===== config.mk =====
export PLATFORM = sky130hd
export DESIGN_NAME = rtWriteTop
export DESIGN_NICKNAME = d
export VERILOG_FILES = /design/src/common/boardRegPkg.sv /design/src/common/rtTypesPkg.sv /design/src/common/rtInterfaces.sv /design/src/hdl/boardRegisters.sv /design/src/hdl/rtWriteTop.sv /design/src/rtWrite/rtBlockBuffer.sv /design/src/rtWrite/rtWriteSequencer.sv
export SDC_FILE = /design/constraint.sdc
export NUM_CORES = 1
export LEC_CHECK = 0
export ABC_AREA = 1
export BUFFER_PORTS_ARGS = -buffer_cell sky130_fd_sc_hd__buf_2
export CORE_MARGIN = 4
export CORE_UTILIZATION = 40
export DETAILED_ROUTE_END_ITERATION = 6
export SETUP_SLACK_MARGIN = 0.3
export SLEW_MARGIN = 15
export SYNTH_ARGS = -nofsm -noshare
export SYNTH_HDL_FRONTEND = slang
export SYNTH_SLANG_ARGS = --single-unit

===== constraint.sdc =====
create_clock -name clk -period 3.15 [get_ports clk]
set_clock_uncertainty 0.1 [all_clocks]
set_input_delay 0.7875 -clock clk [delete_from_list [all_inputs] [get_ports clk]]
set_output_delay 0.7875 -clock clk [all_outputs]
set_load 0.05 [all_outputs]

===== src/common/boardRegPkg.sv =====
// Board register bus map and data widths
// Used by the sequencer to form addresses and by the board registers to decode them
`default_nettype none

package boardRegPkg;

   // Register bus widths
   localparam int RegAddrWidth = 8;
   localparam int RegDataWidth = 32;

   // MSB of a host DAC quadlet is its valid flag
   localparam int DacValidBit = RegDataWidth - 1;

   // DAC payload bits below the valid flag
   localparam int DacQuadWidth = RegDataWidth - 1;

   // Only the low 20 bits of the power-control quadlet are kept
   // Upper bits would reach reboot and other board functions
   localparam int CtrlWidth = 20;

   // Channel DAC register: channel number plus one in the high nibble,
   // this offset in the low nibble
   localparam logic [3:0] DacCtrlOffset = 4'h1;

   // Power-control register lives at address 0
   localparam logic [RegAddrWidth-1:0] PowerCtrlAddr = 8'h00;

endpackage

`default_nettype wire


===== src/common/rtTypesPkg.sv =====
// Shared types for the real-time block write path
// Holds the sequencer state encoding, the channel count and the host block layout
// Imported by the buffer, the sequencer, the board registers and the top level
`default_nettype none

package rtTypesPkg;

   // Number of DAC channels carried in one real-time block
   localparam int NumChannels = 4;

   // Bits needed to select one channel
   localparam int ChanIndexWidth = $clog2(NumChannels);

   // Length of each timing gap on the register bus, in clock cycles
   localparam int DefaultGapCycles = 4;

   // Host block address width, addresses 0 to 4 are in use
   localparam int HostAddrWidth = 3;

   // Host address of the power-control quadlet, which also starts the block
   localparam logic [HostAddrWidth-1:0] CtrlQuadAddr = 3'd4;

   // Sequencer states
   // Each state names what the sequencer shows on the register bus in that cycle
   typedef enum logic [2:0] {
      Idle       = 3'd0,
      WriteStart = 3'd1,
      DacWrite   = 3'd2,
      DacGap     = 3'd3,
      BlockWait  = 3'd4,
      QuadGap    = 3'd5,
      QuadWrite  = 3'd6
   } rtState;

endpackage

`default_nettype wire


===== src/common/rtInterfaces.sv =====
// Interfaces inside the real-time write path
// rtBufferIf joins the block buffer to the sequencer, regWriteIf is the board register bus
`timescale 1ns/1ns
`default_nettype none

interface rtBufferIf
   import rtTypesPkg::*, boardRegPkg::*;
();
   logic [NumChannels-1:0]    dacValid;
   logic [ChanIndexWidth-1:0] readIndex;
   logic [DacQuadWidth-1:0]   dacQuad;
   logic                      clearValid;
   logic [CtrlWidth-1:0]      ctrlQuad;
   logic                      clearCtrl;
   logic                      blockReady;

   // Buffer side
   modport store (
      input  readIndex, clearValid, clearCtrl,
      output dacValid, dacQuad, ctrlQuad, blockReady
   );

   // Sequencer side
   modport control (
      input  dacValid, dacQuad, ctrlQuad, blockReady,
      output readIndex, clearValid, clearCtrl
   );
endinterface

interface regWriteIf
   import boardRegPkg::*;
();
   logic                    writeEn;
   logic                    blockStart;
   logic                    regWen;
   logic                    blockWen;
   logic [RegAddrWidth-1:0] regAddr;
   logic [RegDataWidth-1:0] regData;

   modport initiator (
      output writeEn, blockStart, regWen, blockWen, regAddr, regData
   );

   modport target (
      input writeEn, blockStart, regWen, blockWen, regAddr, regData
   );
endinterface

`default_nettype wire


===== src/hdl/boardRegisters.sv =====
// Board register target on the register bus
// Per-channel DAC holding registers commit together to the outputs on a block write
// Also holds the power-control register
`timescale 1ns/1ns
`default_nettype none

module boardRegisters
   import rtTypesPkg::*, boardRegPkg::*;
#(
   parameter int DacWidth = 16
)
(
   input wire                                 clk,
   input wire                                 reset,
   regWriteIf.target                          bus,
   output logic [NumChannels-1:0][DacWidth-1:0] dacValues,
   output logic                               dacUpdate,
   output logic [CtrlWidth-1:0]               powerControl
);

   logic [NumChannels-1:0][DacWidth-1:0] dacHold;

   logic [3:0] chanField;
   logic       dacAddrHit;
   logic       blockCommit;
   logic       powerWrite;

   // Channel field is the high nibble, one-based
   assign chanField   = bus.regAddr[RegAddrWidth-1:4];
   assign dacAddrHit  = bus.regWen && (bus.regAddr[3:0] == DacCtrlOffset);
   // Commit only when blockWen comes without a register write
   assign blockCommit = bus.blockWen && !bus.regWen;
   assign powerWrite  = bus.regWen && bus.blockWen && (bus.regAddr == PowerCtrlAddr);

   // Holding registers load the low DacWidth bits of the write data
   always_ff @(posedge clk)
   begin
      if (dacAddrHit)
      begin
         for (int ch = 0; ch < NumChannels; ch++)
         begin
            if (chanField == 4'(ch + 1))
            begin
               dacHold[ch] <= bus.regData[DacWidth-1:0];
            end
         end
      end
   end

   // Outputs and update pulse
   always_ff @(posedge clk)
   begin
      if (reset)
      begin
         dacValues    <= '0;
         dacUpdate    <= 1'b0;
         powerControl <= '0;
      end
      else
      begin
         dacUpdate <= blockCommit;
         // All axes move together, unwritten ones reload their old value
         if (blockCommit)
         begin
            dacValues <= dacHold;
         end
         if (powerWrite)
         begin
            powerControl <= bus.regData[CtrlWidth-1:0];
         end
      end
   end

endmodule

`default_nettype wire


===== src/hdl/rtWriteTop.sv =====
// Top level of the real-time block write path
// Host link strobes enter here, DAC and power-control outputs leave here
// GapCycles and DacWidth are set here and passed down
`timescale 1ns/1ns
`default_nettype none

module rtWriteTop
   import rtTypesPkg::*, boardRegPkg::*;
#(
   parameter int GapCycles = DefaultGapCycles,
   parameter int DacWidth  = 16
)
(
   input wire                                 clk,
   input wire                                 reset,
   // Host side
   input wire                                 rtWriteEn,
   input wire [HostAddrWidth-1:0]             rtWriteAddr,
   input wire [RegDataWidth-1:0]              rtWriteData,
   output logic                               rtBusy,
   // Board side
   output logic [NumChannels-1:0][DacWidth-1:0] dacValues,
   output logic                               dacUpdate,
   output logic [CtrlWidth-1:0]               powerControl
);

   rtBufferIf rtBufLink ();
   regWriteIf regBus ();

   logic hostWriteEn;

   // Host writes are dropped while a sequence runs
   assign hostWriteEn = rtWriteEn && !rtBusy;

   rtBlockBuffer blockBuf0 (
      .clk         (clk),
      .reset       (reset),
      .rtWriteEn   (hostWriteEn),
      .rtWriteAddr (rtWriteAddr),
      .rtWriteData (rtWriteData),
      .rtBuf       (rtBufLink.store)
   );

   rtWriteSequencer #(
      .GapCycles (GapCycles)
   ) seq0 (
      .clk    (clk),
      .reset  (reset),
      .rtBuf  (rtBufLink.control),
      .bus    (regBus.initiator),
      .rtBusy (rtBusy)
   );

   boardRegisters #(
      .DacWidth (DacWidth)
   ) regs0 (
      .clk          (clk),
      .reset        (reset),
      .bus          (regBus.target),
      .dacValues    (dacValues),
      .dacUpdate    (dacUpdate),
      .powerControl (powerControl)
   );

endmodule

`default_nettype wire


===== src/rtWrite/rtBlockBuffer.sv =====
// Local store for one real-time block from the host link
// Keeps four DAC quadlets with valid flags and the power-control quadlet
// Host strobes reach it only while the sequencer is idle
`timescale 1ns/1ns
`default_nettype none

module rtBlockBuffer
   import rtTypesPkg::*, boardRegPkg::*;
(
   input wire                     clk,
   input wire                     reset,
   input wire                     rtWriteEn,
   input wire [HostAddrWidth-1:0] rtWriteAddr,
   input wire [RegDataWidth-1:0]  rtWriteData,
   rtBufferIf.store               rtBuf
);

   logic [NumChannels-1:0]    validFlags;
   logic                      blockReadyReg;
   logic [DacQuadWidth-1:0]   dacQuadMem [NumChannels];
   logic [CtrlWidth-1:0]      ctrlReg;

   logic                      dacWrite;
   logic                      ctrlWrite;
   logic [ChanIndexWidth-1:0] writeIndex;

   // Address decode of the host strobe
   // Addresses 5 to 7 fall through and are dropped
   assign dacWrite   = rtWriteEn && (rtWriteAddr < HostAddrWidth'(NumChannels));
   assign ctrlWrite  = rtWriteEn && (rtWriteAddr == CtrlQuadAddr);
   assign writeIndex = rtWriteAddr[ChanIndexWidth-1:0];

   // Valid flags and block start strobe
   always_ff @(posedge clk)
   begin
      if (reset)
      begin
         validFlags    <= '0;
         blockReadyReg <= 1'b0;
      end
      else
      begin
         // One-cycle strobe in the cycle the control quadlet is stored
         blockReadyReg <= ctrlWrite;
         // Sequencer consumes the flag of the channel it is reading
         if (rtBuf.clearValid)
         begin
            validFlags[rtBuf.readIndex] <= 1'b0;
         end
         if (dacWrite)
         begin
            validFlags[writeIndex] <= rtWriteData[DacValidBit];
         end
      end
   end

   // DAC payload and control quadlet
   always_ff @(posedge clk)
   begin
      if (dacWrite)
      begin
         dacQuadMem[writeIndex] <= rtWriteData[DacQuadWidth-1:0];
      end
      if (ctrlWrite)
      begin
         ctrlReg <= rtWriteData[CtrlWidth-1:0];
      end
      else if (rtBuf.clearCtrl)
      begin
         // Control quadlet is single-use once written to the board
         ctrlReg <= '0;
      end
   end

   assign rtBuf.dacValid   = validFlags;
   assign rtBuf.dacQuad    = dacQuadMem[rtBuf.readIndex];
   assign rtBuf.ctrlQuad   = ctrlReg;
   assign rtBuf.blockReady = blockReadyReg;

endmodule

`default_nettype wire


===== src/rtWrite/rtWriteSequencer.sv =====
// Replays a stored real-time block as timed writes on the board register bus
// Block start, four DAC writes with gaps, block commit, then the power-control quadlet
// GapCycles sets the length of every gap and must be 2 or more
`timescale 1ns/1ns
`default_nettype none

module rtWriteSequencer
   import rtTypesPkg::*, boardRegPkg::*;
#(
   parameter int GapCycles = DefaultGapCycles
)
(
   input wire           clk,
   input wire           reset,
   rtBufferIf.control   rtBuf,
   regWriteIf.initiator bus,
   output logic         rtBusy
);

   // Counter reaches GapCycles in BlockWait, so it needs one extra value
   localparam int CountWidth = $clog2(GapCycles + 1);
   localparam logic [CountWidth-1:0] LastGap = CountWidth'(GapCycles - 1);
   localparam logic [CountWidth-1:0] CommitCount = CountWidth'(GapCycles);
   localparam logic [ChanIndexWidth-1:0] LastChan = ChanIndexWidth'(NumChannels - 1);

   rtState                    state;
   logic [CountWidth-1:0]     gapCount;
   logic [ChanIndexWidth-1:0] chanIndex;

   logic                      anyValid;
   logic [3:0]                chanNibble;
   logic [RegAddrWidth-1:0]   dacAddr;

   assign anyValid = |rtBuf.dacValid;

   // DAC register address: channel number plus one, then the DAC offset
   assign chanNibble = 4'(chanIndex) + 4'd1;
   assign dacAddr    = {chanNibble, DacCtrlOffset};

   always_ff @(posedge clk)
   begin
      if (reset)
      begin
         state     <= Idle;
         gapCount  <= '0;
         chanIndex <= '0;
      end
      else
      begin
         case (state)
            Idle:
            begin
               gapCount  <= '0;
               chanIndex <= '0;
               if (rtBuf.blockReady)
               begin
                  // No DAC to update, go straight to the quadlet write
                  state <= anyValid ? WriteStart : QuadWrite;
               end
            end

            WriteStart:
            begin
               // Block start is held for GapCycles cycles
               if (gapCount == LastGap)
               begin
                  gapCount <= '0;
                  state    <= DacWrite;
               end
               else
               begin
                  gapCount <= gapCount + 1'b1;
               end
            end

            DacWrite:
            begin
               // Write cycle counts as the first of GapCycles per channel
               gapCount <= CountWidth'(1);
               state    <= DacGap;
            end

            DacGap:
            begin
               if (gapCount == LastGap)
               begin
                  gapCount <= '0;
                  if (chanIndex == LastChan)
                  begin
                     state <= BlockWait;
                  end
                  else
                  begin
                     chanIndex <= chanIndex + 1'b1;
                     state     <= DacWrite;
                  end
               end
               else
               begin
                  gapCount <= gapCount + 1'b1;
               end
            end

            BlockWait:
            begin
               // GapCycles idle cycles, then the commit cycle at CommitCount
               if (gapCount == CommitCount)
               begin
                  gapCount <= '0;
                  // Zero control quadlet is skipped after a DAC block
                  state    <= (rtBuf.ctrlQuad != '0) ? QuadGap : Idle;
               end
               else
               begin
                  gapCount <= gapCount + 1'b1;
               end
            end

            QuadGap:
            begin
               if (gapCount == LastGap)
               begin
                  gapCount <= '0;
                  state    <= QuadWrite;
               end
               else
               begin
                  gapCount <= gapCount + 1'b1;
               end
            end

            QuadWrite:
            begin
               state <= Idle;
            end

            default:
            begin
               state <= Idle;
            end
         endcase
      end
   end

   // Bus strobes decode straight from the state
   assign bus.writeEn    = (state != Idle);
   assign bus.blockStart = (state == WriteStart);
   // DAC write is real only when the channel carried a valid flag
   assign bus.regWen     = ((state == DacWrite) && rtBuf.dacValid[chanIndex])
                           || (state == QuadWrite);
   // Commit pulse alone, or together with regWen for the power-control write
   assign bus.blockWen   = ((state == BlockWait) && (gapCount == CommitCount))
                           || (state == QuadWrite);
   assign bus.regAddr    = (state == QuadWrite) ? PowerCtrlAddr : dacAddr;
   // Valid flag is stripped from the DAC data
   assign bus.regData    = (state == QuadWrite) ? RegDataWidth'(rtBuf.ctrlQuad)
                                                : {1'b0, rtBuf.dacQuad};

   // Buffer handshake
   assign rtBuf.readIndex  = chanIndex;
   assign rtBuf.clearValid = (state == DacWrite);
   assign rtBuf.clearCtrl  = (state == QuadWrite);

   // Busy covers the blockReady cycle, before the state leaves Idle
   assign rtBusy = rtBuf.blockReady || (state != Idle);

endmodule

`default_nettype wire


==> metrics.md <==
| Metric | Value |
|---|---|
| Root Buffer | clkbuf_16 |
| RR Startpoint | seq0.gapCount[0] |
| Wire per inst | around 16 microns |
| CP Launch Point | seq0.state[0] |
| Pwr Density | slightly below 800 nW/um^2 |
| Reg-to-reg slack, setup | 1.00 ns |
| Relative slew slack | 56.2% |
| Seq pwr share | 45.3% |
| CORE AREA | 22800 sq um |
| First-pass GRT wire length | 33800 microns |
| Worst slew pin tran | about 0.66 ns |
| R2R depth | 8 |
| Die area | approximately 26000 sq um |
| FILL cells | about 2100 |
| Hold path depth | 2 |
| Post-synthesis cell type count | 27 |
| Leakage Power | around 4.3 nW |
| CP max stage delay | between 0.5 and 0.6 ns |
| Synth-to-layout area growth | 18.4% |
| CP Max Fanout | 8 |
| Die height | around 160 microns |
| Post-synth EDFFs | roughly 150 |
| HPWL Detailed | 13800 microns |
| Yosys warns | 0 |
| Logic pwr share | 21.8% |
| Initial antenna violation count | 4 |
| # Max-Cap Violations | 0 |
| Clock tree from TritonCTS | yes |
| IO buf count | about 110 |
| # IOs | roughly 120 |
| Hold Violations, Final | 0 |
| Skew-Pair Late Insertion Delay | 0.51 ns |
| Flops & latches, synth | around 250 |
| Setup Viol. Count Final | 0 |
| Final clock period utilization by the worst path | roughly four fifths |
| RSZ-0062 raised after global routing | no |
| Register area share after synthesis | 69.2% |
| Min-delay src | regs0.dacValues[20] |
| Starting DRT DRC Count | 555 |
| Cts hold-fix bufs | 0 |
| R2r endpoint | regs0.dacValues[22] |
| Via density | approximately 4.8 |
| Fmax | approximately 0.4 GHz |
| Clk network pwr share | 32.9% |
| CP max-delay cell | dfxtp_1 |
| # clock sinks | around 250 |
| Initial core utilization | between 40% and 50% |
| Aggregate global-route resource usage | 16.4% |
| Int Pwr | between 0.005 and 0.006 W |
| Worst-path cell chain | nor2_1, nand2_1, nor2_4, inv_1, buf_2 |
| Setup CP Type | flop to output port |
| Worst hold slack | around 0.36 ns |
| Final GP Congestion | 0.838 |
| Antenna cells | 0 |
| Main synth FF type | edfxtp_1 |
| FFs w/ async S/R, synth | 0% |
| Min-delay worst type | flop to flop |
| Synth Cell Area | around 9300 sq um |
| Routed via count | 6328 |
| Post-detailed-route count of antenna-violating nets | 0 |
| P_sw | approximately 0.0027 W |
| Synth Instances | ~880 |
| Drc violations | 0 |
| Mean post-synth cell area | 10.6 sq um |
| Net Count, Synth | approximately 900 |
| Num CTS Buffers | 26 |
| Post-layout nets | 1030 |
| Remaining Overflow, GRT | 0 |
| Final wirelength | roughly 22000 microns |
| Critical path required time | between 2 and 2.5 ns |
| Drt first pass iters | 5 |
| Std-Cell Rows | 55 |
| H-tree depth | 1 |
| Status | finished, final reports clean |
| Share of cells above drive strength 1 | between 10% and 20% |
| Switching share of power | 31.5% |
| Post-CTS Resized | 0 |
| VDD IR max | around 0.43 mV |
| Crit. End Element | output port |
| Largest net degree at the start of global routing | 70 |
| Minimum clock period after layout | roughly 2.5 ns |
| Vias in the first global route | between 6000 and 7000 |
| Hold Path End | regs0.dacValues[20] |
| Clock buffer depth | 3 |
| Die X | 161 microns |
| Post-route setup TNS | 0 ns |
| Slew Limit Fails | 0 |
| Crit path DAT | around 1.6 ns |
| Setup bufs post-CTS | 0 |
| Clock transition at path regs | roughly 0.06 ns |
| CP startpoint kind | flop |
## cells in the mapped netlist, types with 6 or more instances
| library cell | count | share of area, % |
|---|---|---|
| nand3_1 | 106 | 5.7 |
| clkbuf_1 | 27 | 1.1 |
| inv_1 | 63 | 2.5 |
| ha_1 | 8 | 1.1 |
| edfxtp_1 | 148 | 48 |
| a21oi_1 | 107 | 5.8 |
| buf_6 | 6 | 0.73 |
| o21ai_0 | 33 | 1.8 |
| nand2_1 | 178 | 7.2 |
| dfxtp_1 | 100 | 22 |
| nor2_1 | 57 | 2.3 |
| buf_2 | 14 | 0.75 |
## logic make-up (layout without fill, tap and decap cells)
logic type	count (synthesis)	in the layout	share of synthesized area [%]
DFF	248	248	69.2
AOI/OAI and AO/OA	143	143	7.74
and+or+nand+nor	360	360	16.5
adders and majority gates	8	8	1.08
buffers and inverters	116	245	5.39
## power groups by stage
| stage | combinational, W | clock [W] | sequential [W] |
|---|---|---|---|
| 2_1_floorplan | 0.00125 | 0 | 0.00397 |
| 3_3_place_gp | 0.00187 | 0 | 0.00397 |
| 3_5_place_dp | 0.00190 | 0 | 0.00398 |
| 4_1_cts | 0.00190 | 0.00291 | 0.00391 |
| 5_1_grt | 0.00209 | 0.00305 | 0.00392 |
| 6_report | 0.00188 | 0.00284 | 0.00391 |
## worst max-delay path, delay by kind of cell, from the launching register on
family | cells | cell delay [ns]
buffers and inverters | 2 | 0.30
DFF | 1 | 0.51
and+or+nand+nor | 3 | 0.31
## routing by layer
layer,up-vias,global-route usage [%],wire length (microns)
met5,-,0,46
met4,8,3.36,360
met3,37,3.80,1390
met2,155,26.4,10100
met1,2941,22.9,9670
li1,3187,-,-
## cells in the final DEF, fill, tap and decap left out
cell type / instances
o21ai_1: 1
nand2_2: 4
clkinv_1: 5
clkinvlp_4: 1
inv_1: 62
buf_12: 2
nand3_1: 106
nand2_1: 177
o21ai_0: 33
inv_2: 2
nor2_2: 3
edfxtp_1: 148
buf_4: 17
nor2_4: 2
nor3_2: 4
nor4_2: 2
buf_2: 112
nand4_1: 2
a31oi_1: 1
clkbuf_16: 27
ha_1: 8
nor2_1: 57
dfxtp_1: 100
clkinv_2: 5
o221ai_1: 1
or2_2: 2
nor3_4: 1
clkbuf_1: 8
a21oi_1: 107
clkbuf_8: 4
## stage by stage
stage	util [%]	instance area, sq um	std cells	total power, W	worst slack [ns]
2_1_floorplan	-	9310	875	0.00522	0.0514
3_3_place_gp	44.9	10200	1269	0.00584	1.01
3_5_place_dp	44.9	10200	1269	0.00588	0.976
4_1_cts	48.4	11000	1317	0.00872	0.598
5_1_grt	48.4	11000	1317	0.00906	0.506
6_report	48.4	11000	1317	0.00863	0.630
## flip-flops by register name, indices dropped and copies added (netlist names), named ones only
| register | flops |
|---|---|
| blockBuf0.dacQuadMem | 64 |
| blockBuf0.rtBuf.dacValid | 4 |
| regs0.dacValues | 64 |
| blockBuf0.rtBuf.blockReady | 1 |
| seq0.gapCount | 3 |
| regs0.dacHold | 64 |
| regs0.powerControl | 20 |
| seq0.state | 3 |
| blockBuf0.rtBuf.ctrlQuad | 20 |
| seq0.rtBuf.readIndex | 2 |
| regs0.dacUpdate | 1 |
## worst max path at each step
stage                          end  slack [ns]
5_1_grt                     rtBusy        0.51
2_1_floorplan    regs0.dacHold[16]        0.05
6_report                    rtBusy        0.63
3_5_place_dp   regs0.dacValues[22]        0.98
3_3_place_gp    regs0.dacValues[5]        1.01
4_1_cts                     rtBusy        0.60
## final cells by class
| class | count | area (sq um) | share of cell area, % |
|---|---|---|---|
| Sequential cell | 248 | 6450 | 58.5 |
| Clock inverter | 9 | 43.8 | 0.397 |
| Tap cell | 313 | 392 | 3.55 |
| Timing Repair Buffer | 131 | 728 | 6.61 |
| Inverter | 66 | 248 | 2.25 |
| Multi-Input combinational cell | 511 | 2400 | 21.8 |
| Clock buffer | 39 | 761 | 6.90 |
Power figures use the tool's default switching activity.
